==> config.mk <==
export PLATFORM = sky130hd
export DESIGN_NAME = axil_arith_top
export DESIGN_NICKNAME = d
export VERILOG_FILES = /design/src/hw/axil_pkg.sv /design/src/hw/axil_channel_fsm.sv /design/src/hw/reg_addr_decode.sv /design/src/hw/arith_reg_unit.sv /design/src/hw/axil_arith_top.sv
export SDC_FILE = /design/constraint.sdc
export NUM_CORES = 1
export LEC_CHECK = 0
export BUFFER_PORTS_ARGS = -buffer_cell sky130_fd_sc_hd__buf_2
export CORE_MARGIN = 2
export CORE_UTILIZATION = 55
export CTS_BUF_LIST = sky130_fd_sc_hd__clkbuf_8
export DETAILED_ROUTE_END_ITERATION = 8
export GPL_ROUTABILITY_DRIVEN = 0
export GPL_TIMING_DRIVEN = 1
export HOLD_SLACK_MARGIN = 0.08
export PLACE_DENSITY_LB_ADDON = 0.05
export SLEW_MARGIN = 10
export SYNTH_ARGS = -nofsm -noshare
export SYNTH_HDL_FRONTEND = slang
export SYNTH_SLANG_ARGS = --single-unit
==> constraint.sdc <==
create_clock -name S_AXI_ACLK -period 13.8 [get_ports S_AXI_ACLK]
set_input_delay 2.76 -clock S_AXI_ACLK [delete_from_list [all_inputs] [get_ports S_AXI_ACLK]]
set_output_delay 2.76 -clock S_AXI_ACLK [all_outputs]
set_load 0.005 [all_outputs]
==> src/hw/axil_pkg.sv <==
`default_nettype none

package axil_pkg;

   // bus widths
   localparam int DATA_W    = 32;
   localparam int ADDR_W    = 32;
   localparam int REG_IDX_W = 3;

   // register byte offsets, everything else is unmapped
   localparam logic [ADDR_W-1:0] OFS_CTRL   = 32'h0000_0000;
   localparam logic [ADDR_W-1:0] OFS_OPA    = 32'h0000_0004;
   localparam logic [ADDR_W-1:0] OFS_OPB    = 32'h0000_0008;
   localparam logic [ADDR_W-1:0] OFS_RESULT = 32'h0000_000C;
   localparam logic [ADDR_W-1:0] OFS_ID     = 32'h0000_0010;

   // register indices
   localparam logic [REG_IDX_W-1:0] IDX_CTRL   = 3'd0;
   localparam logic [REG_IDX_W-1:0] IDX_OPA    = 3'd1;
   localparam logic [REG_IDX_W-1:0] IDX_OPB    = 3'd2;
   localparam logic [REG_IDX_W-1:0] IDX_RESULT = 3'd3;
   localparam logic [REG_IDX_W-1:0] IDX_ID     = 3'd4;

   // operation select, ctrl bits 1:0
   localparam logic [1:0] OP_ADD = 2'd0;
   localparam logic [1:0] OP_SUB = 2'd1;
   localparam logic [1:0] OP_AND = 2'd2;
   localparam logic [1:0] OP_XOR = 2'd3;

   // fixed identification word
   localparam logic [DATA_W-1:0] ID_VALUE = 32'hA71C_0001;

   // AXI response codes
   localparam logic [1:0] RESP_OKAY   = 2'b00;
   localparam logic [1:0] RESP_SLVERR = 2'b10;

   // channel FSM states
   localparam logic [2:0] ST_IDLE     = 3'd0;
   localparam logic [2:0] ST_READ     = 3'd1;
   localparam logic [2:0] ST_WRITE    = 3'd2;
   localparam logic [2:0] ST_RESP     = 3'd3;
   localparam logic [2:0] ST_ACK_WAIT = 3'd4;

endpackage

`default_nettype wire

==> src/hw/axil_channel_fsm.sv <==
`default_nettype none

module axil_channel_fsm
   import axil_pkg::*;
(
   input  wire                  S_AXI_ACLK,
   input  wire                  S_AXI_ARESETN,
   // read address / data channels
   input  wire  [ADDR_W-1:0]    araddr_i,
   input  wire                  arvalid_i,
   output logic                 arready_o,
   output logic [DATA_W-1:0]    rdata_o,
   output logic [1:0]           rresp_o,
   output logic                 rvalid_o,
   input  wire                  rready_i,
   // write address / data / response channels
   input  wire  [ADDR_W-1:0]    awaddr_i,
   input  wire                  awvalid_i,
   output logic                 awready_o,
   input  wire  [DATA_W-1:0]    wdata_i,
   input  wire                  wvalid_i,
   output logic                 wready_o,
   output logic [1:0]           bresp_o,
   output logic                 bvalid_o,
   input  wire                  bready_i,
   // request side of req/ack
   output logic                 req_o,
   output logic [ADDR_W-1:0]    req_addr_o,
   output logic                 req_we_o,
   output logic [DATA_W-1:0]    req_wdata_o,
   input  wire                  req_legal_i,
   input  wire                  ack_i,
   input  wire  [DATA_W-1:0]    ack_rdata_i
);

   logic [2:0]        state_q;
   logic              req_q;
   logic              rvalid_q;
   logic              bvalid_q;
   logic [ADDR_W-1:0] addr_q;
   logic              we_q;
   logic [DATA_W-1:0] wdata_q;
   logic [DATA_W-1:0] rdata_q;
   logic [1:0]        rresp_q;
   logic [1:0]        bresp_q;
   logic              rd_done;
   logic              wr_done;
   logic              resp_done;

   // access handed over and acknowledged
   assign rd_done   = (state_q == ST_READ) && ack_i;
   assign wr_done   = (state_q == ST_WRITE) && ack_i;
   assign resp_done = (rvalid_q && rready_i) || (bvalid_q && bready_i);

   always_ff @(posedge S_AXI_ACLK or negedge S_AXI_ARESETN) begin
      if (!S_AXI_ARESETN) begin
         state_q  <= ST_IDLE;
         req_q    <= 1'b0;
         rvalid_q <= 1'b0;
         bvalid_q <= 1'b0;
      end else begin
         case (state_q)
            ST_IDLE: begin
               // read has priority over a simultaneous write
               if (arvalid_i) begin
                  state_q <= ST_READ;
                  req_q   <= 1'b1;
               end else if (awvalid_i && wvalid_i) begin
                  state_q <= ST_WRITE;
                  req_q   <= 1'b1;
               end
            end
            ST_READ: begin
               if (ack_i) begin
                  req_q    <= 1'b0;
                  rvalid_q <= 1'b1;
                  state_q  <= ST_RESP;
               end
            end
            ST_WRITE: begin
               if (ack_i) begin
                  req_q    <= 1'b0;
                  bvalid_q <= 1'b1;
                  state_q  <= ST_RESP;
               end
            end
            ST_RESP: begin
               // hold the response until the master takes it
               if (resp_done) begin
                  rvalid_q <= 1'b0;
                  bvalid_q <= 1'b0;
                  state_q  <= ack_i ? ST_ACK_WAIT : ST_IDLE;
               end
            end
            ST_ACK_WAIT: begin
               // finish the four-phase cycle before the next req
               if (!ack_i) begin
                  state_q <= ST_IDLE;
               end
            end
            default: begin
               state_q <= ST_IDLE;
            end
         endcase
      end
   end

   // address and data latched on the way out of idle
   always_ff @(posedge S_AXI_ACLK) begin
      if (state_q == ST_IDLE) begin
         if (arvalid_i) begin
            addr_q <= araddr_i;
            we_q   <= 1'b0;
         end else if (awvalid_i && wvalid_i) begin
            addr_q  <= awaddr_i;
            we_q    <= 1'b1;
            wdata_q <= wdata_i;
         end
      end
      if (rd_done) begin
         rdata_q <= ack_rdata_i;
         rresp_q <= req_legal_i ? RESP_OKAY : RESP_SLVERR;
      end
      if (wr_done) begin
         bresp_q <= req_legal_i ? RESP_OKAY : RESP_SLVERR;
      end
   end

   assign arready_o   = rd_done;
   assign awready_o   = wr_done;
   assign wready_o    = wr_done;
   assign rdata_o     = rdata_q;
   assign rresp_o     = rresp_q;
   assign rvalid_o    = rvalid_q;
   assign bresp_o     = bresp_q;
   assign bvalid_o    = bvalid_q;
   assign req_o       = req_q;
   assign req_addr_o  = addr_q;
   assign req_we_o    = we_q;
   assign req_wdata_o = wdata_q;

   // one access at a time, so never both responses pending
   a_one_resp: assert property (@(posedge S_AXI_ACLK) disable iff (!S_AXI_ARESETN)
      !(rvalid_q && bvalid_q));

   // ack still high when req drops, the unit waits for req low
   a_req_hold: assert property (@(posedge S_AXI_ACLK) disable iff (!S_AXI_ARESETN)
      $fell(req_q) |-> ack_i);

endmodule

`default_nettype wire

==> src/hw/reg_addr_decode.sv <==
`default_nettype none

module reg_addr_decode
   import axil_pkg::*;
(
   input  wire  [ADDR_W-1:0]    addr_i,
   input  wire                  we_i,
   output logic [REG_IDX_W-1:0] idx_o,
   output logic                 legal_o
);

   logic              aligned;
   logic [ADDR_W-1:0] word_addr;
   logic              mapped;
   logic              read_only;

   assign aligned   = (addr_i[1:0] == 2'b00);
   assign word_addr = {addr_i[ADDR_W-1:2], 2'b00};

   always_comb begin
      idx_o     = IDX_CTRL;
      mapped    = 1'b1;
      read_only = 1'b0;
      case (word_addr)
         OFS_CTRL: begin
            idx_o = IDX_CTRL;
         end
         OFS_OPA: begin
            idx_o = IDX_OPA;
         end
         OFS_OPB: begin
            idx_o = IDX_OPB;
         end
         OFS_RESULT: begin
            idx_o     = IDX_RESULT;
            read_only = 1'b1;
         end
         OFS_ID: begin
            idx_o     = IDX_ID;
            read_only = 1'b1;
         end
         default: begin
            // unmapped, index is don't-care once legal is low
            mapped = 1'b0;
         end
      endcase
   end

   // writes to result or id are rejected
   assign legal_o = aligned && mapped && !(we_i && read_only);

endmodule

`default_nettype wire

==> src/hw/arith_reg_unit.sv <==
`default_nettype none

module arith_reg_unit
   import axil_pkg::*;
(
   input  wire                  S_AXI_ACLK,
   input  wire                  S_AXI_ARESETN,
   input  wire                  req_i,
   input  wire                  we_i,
   input  wire  [REG_IDX_W-1:0] idx_i,
   input  wire                  legal_i,
   input  wire  [DATA_W-1:0]    wdata_i,
   output logic                 ack_o,
   output logic [DATA_W-1:0]    rdata_o
);

   logic              ack_q;
   logic [DATA_W-1:0] rdata_q;
   logic [DATA_W-1:0] ctrl_q;
   logic [DATA_W-1:0] opa_q;
   logic [DATA_W-1:0] opb_q;
   logic [DATA_W-1:0] result_q;
   logic              recalc_q;
   logic              accept;
   logic              wr_en;
   logic [DATA_W-1:0] sel_data;
   logic [DATA_W-1:0] result_d;

   // new request seen, ack rises on this edge
   assign accept = req_i && !ack_q;
   assign wr_en  = accept && legal_i && we_i;

   // ack simply follows req one cycle later
   always_ff @(posedge S_AXI_ACLK or negedge S_AXI_ARESETN) begin
      if (!S_AXI_ARESETN) begin
         ack_q <= 1'b0;
      end else begin
         ack_q <= req_i;
      end
   end

   // register bank, only legal writes reach here
   always_ff @(posedge S_AXI_ACLK or negedge S_AXI_ARESETN) begin
      if (!S_AXI_ARESETN) begin
         ctrl_q   <= '0;
         opa_q    <= '0;
         opb_q    <= '0;
         result_q <= '0;
         recalc_q <= 1'b0;
      end else begin
         recalc_q <= wr_en;
         if (wr_en) begin
            case (idx_i)
               IDX_CTRL: ctrl_q <= wdata_i;
               IDX_OPA:  opa_q  <= wdata_i;
               IDX_OPB:  opb_q  <= wdata_i;
               default:  ;
            endcase
         end
         // result follows one cycle after the write that changed its inputs
         if (recalc_q) begin
            result_q <= result_d;
         end
      end
   end

   always_comb begin
      case (ctrl_q[1:0])
         OP_ADD:  result_d = opa_q + opb_q;
         OP_SUB:  result_d = opa_q - opb_q;
         OP_AND:  result_d = opa_q & opb_q;
         OP_XOR:  result_d = opa_q ^ opb_q;
         default: result_d = '0;
      endcase
   end

   // read mux, zero for anything illegal
   always_comb begin
      sel_data = '0;
      if (legal_i) begin
         case (idx_i)
            IDX_CTRL:   sel_data = ctrl_q;
            IDX_OPA:    sel_data = opa_q;
            IDX_OPB:    sel_data = opb_q;
            IDX_RESULT: sel_data = result_q;
            IDX_ID:     sel_data = ID_VALUE;
            default:    sel_data = '0;
         endcase
      end
   end

   always_ff @(posedge S_AXI_ACLK) begin
      if (accept) begin
         rdata_q <= sel_data;
      end
   end

   assign ack_o   = ack_q;
   assign rdata_o = rdata_q;

   // ack must answer a live request
   a_ack_on_req: assert property (@(posedge S_AXI_ACLK) disable iff (!S_AXI_ARESETN)
      $rose(ack_q) |-> req_i);

endmodule

`default_nettype wire

==> src/hw/axil_arith_top.sv <==
`default_nettype none

module axil_arith_top
   import axil_pkg::*;
(
   input  wire                  S_AXI_ACLK,
   input  wire                  S_AXI_ARESETN,
   input  wire  [ADDR_W-1:0]    S_AXI_ARADDR_i,
   input  wire                  S_AXI_ARVALID_i,
   output logic                 S_AXI_ARREADY_o,
   output logic [DATA_W-1:0]    S_AXI_RDATA_o,
   output logic [1:0]           S_AXI_RRESP_o,
   output logic                 S_AXI_RVALID_o,
   input  wire                  S_AXI_RREADY_i,
   input  wire  [ADDR_W-1:0]    S_AXI_AWADDR_i,
   input  wire                  S_AXI_AWVALID_i,
   output logic                 S_AXI_AWREADY_o,
   input  wire  [DATA_W-1:0]    S_AXI_WDATA_i,
   input  wire                  S_AXI_WVALID_i,
   output logic                 S_AXI_WREADY_o,
   output logic [1:0]           S_AXI_BRESP_o,
   output logic                 S_AXI_BVALID_o,
   input  wire                  S_AXI_BREADY_i
);

   // req/ack between the front end and the register unit
   logic                 req;
   logic [ADDR_W-1:0]    req_addr;
   logic                 req_we;
   logic [DATA_W-1:0]    req_wdata;
   logic [REG_IDX_W-1:0] req_idx;
   logic                 req_legal;
   logic                 ack;
   logic [DATA_W-1:0]    ack_rdata;

   axil_channel_fsm u_fsm (
      .S_AXI_ACLK    (S_AXI_ACLK),
      .S_AXI_ARESETN (S_AXI_ARESETN),
      .araddr_i      (S_AXI_ARADDR_i),
      .arvalid_i     (S_AXI_ARVALID_i),
      .arready_o     (S_AXI_ARREADY_o),
      .rdata_o       (S_AXI_RDATA_o),
      .rresp_o       (S_AXI_RRESP_o),
      .rvalid_o      (S_AXI_RVALID_o),
      .rready_i      (S_AXI_RREADY_i),
      .awaddr_i      (S_AXI_AWADDR_i),
      .awvalid_i     (S_AXI_AWVALID_i),
      .awready_o     (S_AXI_AWREADY_o),
      .wdata_i       (S_AXI_WDATA_i),
      .wvalid_i      (S_AXI_WVALID_i),
      .wready_o      (S_AXI_WREADY_o),
      .bresp_o       (S_AXI_BRESP_o),
      .bvalid_o      (S_AXI_BVALID_o),
      .bready_i      (S_AXI_BREADY_i),
      .req_o         (req),
      .req_addr_o    (req_addr),
      .req_we_o      (req_we),
      .req_wdata_o   (req_wdata),
      .req_legal_i   (req_legal),
      .ack_i         (ack),
      .ack_rdata_i   (ack_rdata)
   );

   reg_addr_decode u_decode (
      .addr_i  (req_addr),
      .we_i    (req_we),
      .idx_o   (req_idx),
      .legal_o (req_legal)
   );

   arith_reg_unit u_regs (
      .S_AXI_ACLK    (S_AXI_ACLK),
      .S_AXI_ARESETN (S_AXI_ARESETN),
      .req_i         (req),
      .we_i          (req_we),
      .idx_i         (req_idx),
      .legal_i       (req_legal),
      .wdata_i       (req_wdata),
      .ack_o         (ack),
      .rdata_o       (ack_rdata)
   );

endmodule

`default_nettype wire

==> results.yml, run 1 <==
flow_run:
  cap_violations: 0
critical_path:
  crit_chain: "nand2b_1 -> nor3_2 -> buf_4 -> buf_2"
  critPathLaunchType: "register"
  critPathKind: "reg2out"
  critPathMaxFanout: 35
  required_ns: 11.04
  endpoint_kind: "primary output"
  critPathArrivalTime_ns: 2.14
  crit_start: "u_fsm.state_q[2]$_DFFE_PN0P_"
  r2r_start: "u_regs.ctrl_q[1]$_DFFE_PN0P_"
  crit_slowest_cell: "buf_4"
  path_buf_inv: 2
  slowest_delay_ns: 0.50
  path_delay_family: "buffers and inverters"
placement:
  dp_cells: 1594
  io_buffer_count: 141
  dp_hpwl_um: 21400
floorplan:
  rows: 58
  die_h_um: 164
  dieArea_mm2: 0.0268
  ios: 144
  core_region_area_mm2: 0.0251
  start_util_pct: 55.8
  die_w_um: 164
route:
  routedWlPerCell_um: 19.3
  vias_per_cell: 5.86
  vias: 9829
  drtIter0Drc: 800
  first_pass_iters: 6
  drc: 0
  wl_um: 32400
  ant_nets: 0
timing:
  slew_viol_final: 0
  setup_tns_ns: 0
  finalCritPeriodShare_pct: 35.5
  final.min_clock_period_ns: 4.90
  skew_ns: 0.0251
  slew_headroom_pct: 14.6
  setup_violations: 0
  timing.fmax_mhz: 204
  worstMarginPinSlew_ns: 1.28
  rsz0062_at_grt: "no"
  final-hold-violation-count: 0
cts:
  cts-resized-gates: 0
  root_buffer: "clkbuf_8"
  cts_buffers: 45
  cts_tree: "yes"
  htreeDepth: 2
  cts_hold_repair.buffers: 0
  cts.path.max_buffers: 3
  clock-sinks: 267
  clkSlewWorstSetupHoldPaths_ns: 0.06
  clkLatencyLatePin_ns: 0.56
  post_cts_buffers: 0
pwr:
  irDropWorstVdd_uv: 77.8
  power.clock.fraction_pct: 37.6
  leakage_nw: 6.92
  switching_share_pct: 25.1
  p_sw_mw: 0.457
  internal-power_mw: 1.37
  comb_power_share_pct: 8.6
  power_density_mw_per_mm2: 115
  pwr-share-seq_pct: 53.7
layout:
  multi_input_area_mm2: 0.00627
  drive_gt1_share_pct: 24.6
  fin_nets: 1479
  finalNonFillerCells: 1677
  regArea_mm2: 0.00734
  postLayoutCoreUtil_pct: 63.0
  diodes: 0
  nFillCells: 2113
  synthToLayoutAreaGrowth_pct: 12.9
grt:
  grt_max_degree: 71
  grt_pass1_vias: 9968
  grt_antenna_before_repair: 1
  grt_pass1_wl_um: 52400
  grt-ovfl-total: 0
  grt_usage_pct: 25.1
run_status:
  status: "complete, no violations"
synth:
  netlist_instances: 1176
  netlist-cell-type-count: 74
  syn_area_mm2: 0.0140
  synth_top_area_cell: "edfxtp_1"
  synth_warnings: 0
  ys_seq_elements: 267
  avgSynthCellArea_um2: 11.9
  ys_seq_area_share_pct: 52.4
  synth_edf_count: 131
  synth.most_common_cell: "dfrtp_1"
  synth.area.top_cells: "edfxtp_1 (28%), dfrtp_1 (24%), ha_1 (5.7%)"
  async_flop_share_pct: 50.9
  synth_top_area_share_pct: 28.1
  ys.flop_type: "dfrtp_1"
  synth_commonest_cells: "dfrtp_1 (136), edfxtp_1 (131), a21oi_1 (102)"
min_path:
  min_from: "u_fsm.req_o$_DFFE_PN0P_"
  hold_path.class: "reg2reg"
==> registers in the layout (all words and copies together) (netlist names), 3 cells and up <==
signal	count
u_fsm.rdata_o	32
u_fsm.req_addr_o	32
u_fsm.req_wdata_o	32
u_regs.ctrl_q	32
u_regs.opa_q	32
u_regs.opb_q	32
u_regs.rdata_o	32
u_regs.result_q	32
u_fsm.state_q	3
==> power groups by stage <==
stage / combinational (mW) / sequential, mW / clock [mW]
after global placement: 0.158 / 0.992 / 0
after floorplan: 0.0864 / 0.984 / 0
final: 0.157 / 0.980 / 0.686
after global routing: 0.174 / 0.988 / 0.740
after CTS: 0.161 / 0.981 / 0.702
after detailed placement: 0.161 / 0.996 / 0
==> worst paths after layout <==
kind	endpoint	slack [ns]	cells after the start
max in group asynchronous	u_regs.opb_q[4]$_DFFE_PN0P_	10.24	2
min reg2reg	u_regs.ack_o$_DFF_PN0_	0.40	0
max reg2reg	u_regs.result_q[27]$_DFFE_PN0P_	9.49	14
min	u_regs.ack_o$_DFF_PN0_	0.40	0
max	S_AXI_ARREADY_o	8.90	4
min in group asynchronous	u_regs.ctrl_q[23]$_DFFE_PN0P_	2.22	1
==> per-layer routing <==
| metal | track usage [%] | part of all wire [%] | vias up |
|---|---|---|---|
| met2 | 40.2 | 46 | 333 |
| met4 | 9.17 | 2.8 | 2 |
| met5 | 0 | 0.040 | - |
| met1 | 34.7 | 45 | 4760 |
| li1 | - | - | 4669 |
| met3 | 4.11 | 6.2 | 65 |
==> logic make-up (layout without fill, tap and decap cells) <==
| family | after synthesis | after routing | share of synthesized area, % |
|---|---|---|---|
| compound gates | 277 | 277 | 12.7 |
| flops | 267 | 267 | 52.4 |
| simple gates | 250 | 250 | 8.41 |
| mux | 168 | 168 | 14.0 |
| buf+inv | 93 | 263 | 3.17 |
| fa+ha+maj | 65 | 65 | 5.86 |
| xor+xnor | 55 | 55 | 3.44 |
| other cells | 1 | 2 | 0.0268 |
==> cells in the final DEF (no fill, tap or decap), drive strengths merged, types with 14 or more instances in the layout <==
cell type	netlist	layout
nor3	19	19
xor2	16	16
a31oi	14	14
buf	22	155
dfrtp	136	136
mux2i	26	26
a21oi	102	102
o21ai	58	58
a222oi	22	22
a21o	22	22
nor2	83	83
nand2	82	82
ha	64	64
xnor2	39	39
edfxtp	131	131
inv	24	42
mux2	142	142
clkbuf	46	49
clkinv	1	14
==> cell type report <==
| cell class | count | area share [%] |
|---|---|---|
| tap | 330 | 2.61 |
| clock buffer | 49 | 4.27 |
| inverter | 25 | 0.594 |
| sequential | 267 | 46.4 |
| multi-input combinational | 817 | 39.6 |
| timing repair buffer | 155 | 5.17 |
| clock inverter | 34 | 1.31 |
==> per-stage QoR <==
step | area (µm²) | power [mW] | hold slack (ns) | setup slack [ns]
after CTS | 15800 | 1.84 | 0.394 | 8.87
after floorplan | 14000 | 1.07 | 0.354 | 6.69
after detailed placement | 14900 | 1.16 | 0.379 | 9.33
after global routing | 15800 | 1.90 | 0.406 | 8.81
final | 15800 | 1.82 | 0.397 | 8.90
after global placement | 14900 | 1.15 | 0.360 | 9.37
Power figures use the tool's default switching activity.
==> inputs of run 2 (changes only) <==
==> constraint.sdc (replaced) <==
create_clock -name S_AXI_ACLK -period 5 [get_ports S_AXI_ACLK]
set_input_delay 1 -clock S_AXI_ACLK [delete_from_list [all_inputs] [get_ports S_AXI_ACLK]]
set_output_delay 1 -clock S_AXI_ACLK [all_outputs]
set_load 0.005 [all_outputs]
==> results.yml, run 2 (same netlist as run 1, synthesis figures left out) <==
timing:
  finalCritPeriodShare_pct: 83.1
  worstMarginPinSlew_ns: 1.25
  timing.fmax_mhz: 241
  skew_ns: 0.0263
  setup_violations: 0
  slew_viol_final: 0
  final.min_clock_period_ns: 4.16
  final-hold-violation-count: 0
  rsz0062_at_grt: "no"
  slew_headroom_pct: 16.5
  setup_ws_ns: 0.843
  setup_tns_ns: 0
layout:
  drive_gt1_share_pct: 24.7
  final_common_cell: "buf_2"
  postLayoutCoreUtil_pct: 63.3
  nFillCells: 2072
  final_cell_mix: "buf_2 (140), dfrtp_1 (136), edfxtp_1 (131)"
  synthToLayoutAreaGrowth_pct: 13.4
  diodes: 0
  fin_nets: 1485
min_path:
  hold_path.class: "in2async"
cts:
  cts_hold_repair.buffers: 0
  root_buffer: "clkbuf_8"
  clkLatencyLatePin_ns: 0.58
  cts-resized-gates: 0
  post_cts_buffers: 0
  clkSlewWorstSetupHoldPaths_ns: 0.06
  clock-sinks: 267
  htreeDepth: 2
  cts.path.max_buffers: 3
  cts_tree: "yes"
  cts_buffers: 46
grt:
  grt_pass1_wl_um: 53400
  grt_usage_pct: 25.6
  grt_pass1_vias: 10020
  grt_max_degree: 51
  grt_antenna_before_repair: 0
  grt-ovfl-total: 0
critical_path:
  critPathLaunchType: "register"
  crit_chain: "nor4_2 -> and3_1 -> and2_1 -> a21oi_1 -> xnor2_1 -> ha_1 -> a21oi_1 -> o21ai_1 -> or3_1 -> nor3_1 -> nor4_2 -> nor3_2 -> xnor2_1 -> a221o_1"
  critPathArrivalTime_ns: 4.61
  crit_start: "u_regs.opb_q[4]$_DFFE_PN0P_"
  path_buf_inv: 0
  critPathKind: "reg2reg"
  critPathMaxFanout: 7
  required_ns: 5.45
  path_delay_family: "simple AND/OR/NAND/NOR gates"
  crit_slowest_cell: "nor4_2"
  endpoint_kind: "register"
  slowest_delay_ns: 0.51
  r2r_start: "u_regs.opb_q[4]$_DFFE_PN0P_"
pwr:
  power_density_mw_per_mm2: 321
  leakage_nw: 6.97
  irDropWorstVdd_uv: 211
placement:
  dp_slack_ns: 0.904
  dp_hpwl_um: 22100
  io_buffer_count: 141
flow_run:
  cap_violations: 0
floorplan:
  rows: 58
  dieArea_mm2: 0.0268
  core_region_area_mm2: 0.0251
  die_w_um: 164
  start_util_pct: 55.8
  ios: 144
  die_h_um: 164
route:
  first_pass_iters: 8
  drtIter0Drc: 806
  routedWlPerCell_um: 19.9
  vias_per_cell: 5.91
  wl_um: 33500
  drc: 0
  ant_nets: 0
  vias: 9947
run_status:
  status: "complete, no violations"
==> run 2: stage by stage <==
step	cells	hold slack, ns	cell area [µm²]	power (mW)
floorplan	1177	0.354	14000	2.95
global placement	1599	0.358	15000	3.19
detailed placement	1599	0.364	15000	3.20
CTS	1683	0.374	15900	5.17
global route	1683	0.380	15900	5.33
finish	1683	0.376	15900	5.10
==> run 2: routing by layer <==
layer	wire length, µm	vias to the layer above	track usage [%]
li1	-	4695	-
met1	14800	4857	34.6
met2	16000	322	42.2
met3	1780	73	4.09
met4	862	0	8.65
met5	0	-	0
==> run 2: cell type report <==
class | instances | area (µm²) | share of cell area, %
inverters | 25 | 93.8 | 0.591
multi-input cells | 817 | 6280 | 39.6
flip-flops and latches | 267 | 7340 | 46.2
repair buffers | 160 | 855 | 5.38
clock inverters | 34 | 218 | 1.37
well taps | 330 | 413 | 2.60
clock buffers | 50 | 688 | 4.33
==> run 2: worst paths after layout <==
path	to	slack [ns]	cells after the start
worst min register to register	u_regs.ack_o$_DFF_PN0_	0.38	0
max in group asynchronous	u_regs.opb_q[31]$_DFFE_PN0P_	3.57	2
worst max-delay path	u_regs.result_q[27]$_DFFE_PN0P_	0.84	14
min in group S_AXI_ACLK	u_regs.ack_o$_DFF_PN0_	0.38	0
worst max register to register	u_regs.result_q[27]$_DFFE_PN0P_	0.84	14
worst min-delay path	u_regs.opb_q[17]$_DFFE_PN0P_	0.38	1
==> run 2: power by group <==
| group | internal [mW] | switching [mW] | leakage [nW] | total (mW) |
|---|---|---|---|---|
| registers | 2.60 | 0.107 | 3.09 | 2.71 |
| clock network | 1.08 | 0.877 | 0.537 | 1.95 |
| logic | 0.161 | 0.281 | 3.34 | 0.442 |
| total | 3.84 | 1.26 | 6.97 | 5.10 |
==> inputs of run 3 (changes only) <==
==> constraint.sdc (replaced) <==
create_clock -name S_AXI_ACLK -period 4.2 [get_ports S_AXI_ACLK]
set_input_delay 0.84 -clock S_AXI_ACLK [delete_from_list [all_inputs] [get_ports S_AXI_ACLK]]
set_output_delay 0.84 -clock S_AXI_ACLK [all_outputs]
set_load 0.005 [all_outputs]
==> results.yml, run 3 (same netlist as run 1, synthesis figures left out) <==
layout:
  fin_nets: 1503
  nFillCells: 1987
  final_common_cell: "buf_2"
  drive_gt1_share_pct: 25.7
  postLayoutCoreUtil_pct: 64.0
  finalNonFillerCells: 1702
  synthToLayoutAreaGrowth_pct: 14.8
  diodes: 0
  final_area_mm2: 0.0161
  final_cell_mix: "buf_2 (140), dfrtp_1 (136), edfxtp_1 (131)"
critical_path:
  critPathArrivalTime_ns: 4.38
  critPathKind: "reg2reg"
  crit_chain: "nor4_4 -> and3_1 -> and2_1 -> a21oi_1 -> xnor2_1 -> ha_1 -> buf_4 -> nand2_1 -> o21ai_1 -> a311o_1 -> o21ai_0 -> nor4_4 -> nor3_2 -> xnor2_1 -> a221o_1"
  endpoint_kind: "register"
  rr_worst_depth: 15
  crit_slowest_cell: "dfrtp_1"
  critPathMaxFanout: 6
  required_ns: 4.65
  critPathLaunchType: "register"
  slowest_delay_ns: 0.46
timing:
  final-hold-violation-count: 0
  final.min_clock_period_ns: 3.93
  slew_headroom_pct: 41.7
  slew_viol_final: 0
  setup_tns_ns: 0
  whs_ns: 0.353
  worstMarginPinSlew_ns: 0.874
  finalCritPeriodShare_pct: 93.6
  timing.fmax_mhz: 254
  skew_ns: 0.0216
  setup_violations: 0
placement:
  placed_area_mm2: 0.0151
  io_buffer_count: 141
  dp_hpwl_um: 22000
  dp_cells: 1617
cts:
  cts-resized-gates: 0
  post_cts_buffers: 0
  htreeDepth: 2
  clkSlewWorstSetupHoldPaths_ns: 0.07
  cts_hold_repair.buffers: 0
  clock-sinks: 267
  clkLatencyLatePin_ns: 0.56
  cts_buffers: 46
  cts.path.max_buffers: 3
  root_buffer: "clkbuf_8"
  cts_tree: "yes"
pwr:
  irDropWorstVdd_uv: 246
  leakage_nw: 7.09
  power_density_mw_per_mm2: 382
route:
  wl_um: 33300
  drtIter0Drc: 785
  first_pass_iters: 8
  routedWlPerCell_um: 19.5
  vias_per_cell: 5.82
  ant_nets: 0
  drc: 0
  vias: 9914
floorplan:
  die_w_um: 164
  core_region_area_mm2: 0.0251
  start_util_pct: 55.8
  rows: 58
  die_h_um: 164
  ios: 144
  dieArea_mm2: 0.0268
flow_run:
  cap_violations: 0
grt:
  grt_usage_pct: 25.6
  grt_antenna_before_repair: 0
  grt_max_degree: 89
  grt_pass1_vias: 10009
  grt_pass1_wl_um: 53400
  grt-ovfl-total: 0
min_path:
  hold_path.class: "in2async"
run_status:
  status: "complete, no violations"
[run 3: changes by cell type in the layout (fill, tap and decap cells not counted), moves of 2 or more]
cell        delta
buf_4         +17
clkinv_1       -5
clkinv_2       -2
clkinvlp_4     +2
inv_1          +6
nor3_2         +2
nor4_2         -2
nor4_4         +2
[run 3: layout make-up]
type	instances	area, µm²	share of cell area, %
clock buffers	49	674	4.20
well taps	330	413	2.57
flip-flops and latches	267	7340	45.6
repair buffers	178	1000	6.23
clock inverters	36	256	1.60
inverters	25	93.8	0.584
multi-input cells	817	6300	39.2
[run 3: layer usage]
metal  routed length [µm]  up-vias  global-route usage, %
met5                    0        -                      0
li1                     -     4720                      -
met4                 1160        0                   10.4
met3                 1780       72                   4.09
met1                14900     4807                   35.6
met2                15400      315                   40.5
[run 3: path summary, 6_finish.rpt]
check                                       startpoint                              end  slack [ns]
hold reg to reg                u_fsm.req_o$_DFFE_PN0P_           u_regs.ack_o$_DFF_PN0_        0.38
setup reg to reg           u_regs.opb_q[4]$_DFFE_PN0P_  u_regs.result_q[27]$_DFFE_PN0P_        0.27
hold / removal                           S_AXI_ARESETN    u_regs.ctrl_q[17]$_DFFE_PN0P_        0.35
min in group S_AXI_ACLK        u_fsm.req_o$_DFFE_PN0P_           u_regs.ack_o$_DFF_PN0_        0.38
max in group asynchronous                S_AXI_ARESETN      u_regs.opb_q[4]$_DFFE_PN0P_        3.09
setup / recovery           u_regs.opb_q[4]$_DFFE_PN0P_  u_regs.result_q[27]$_DFFE_PN0P_        0.27
[run 3: through the flow]
step                setup WS, ns  power, mW
floorplan                  0.239       3.52
global placement           0.211       3.80
detailed placement         0.177       3.82
CTS                        0.165       6.21
global route             -0.0113       6.41
finish                     0.268       6.13
[run 3: power breakdown]
group	internal [mW]	switching [mW]	leakage (nW)	total, mW
clock network	1.33	1.05	0.560	2.38
logic	0.195	0.338	3.44	0.533
registers	3.09	0.129	3.09	3.22
total	4.62	1.52	7.09	6.13
[run 3: critical path: cells and delay by family (launching register included)]
kind / cells / cell delay [ns]
flops: 1 / 0.46
xor+xnor: 2 / 0.28
fa+ha+maj: 1 / 0.30
buf+inv: 1 / 0.15
compound gates: 5 / 0.97
simple gates: 6 / 1.66
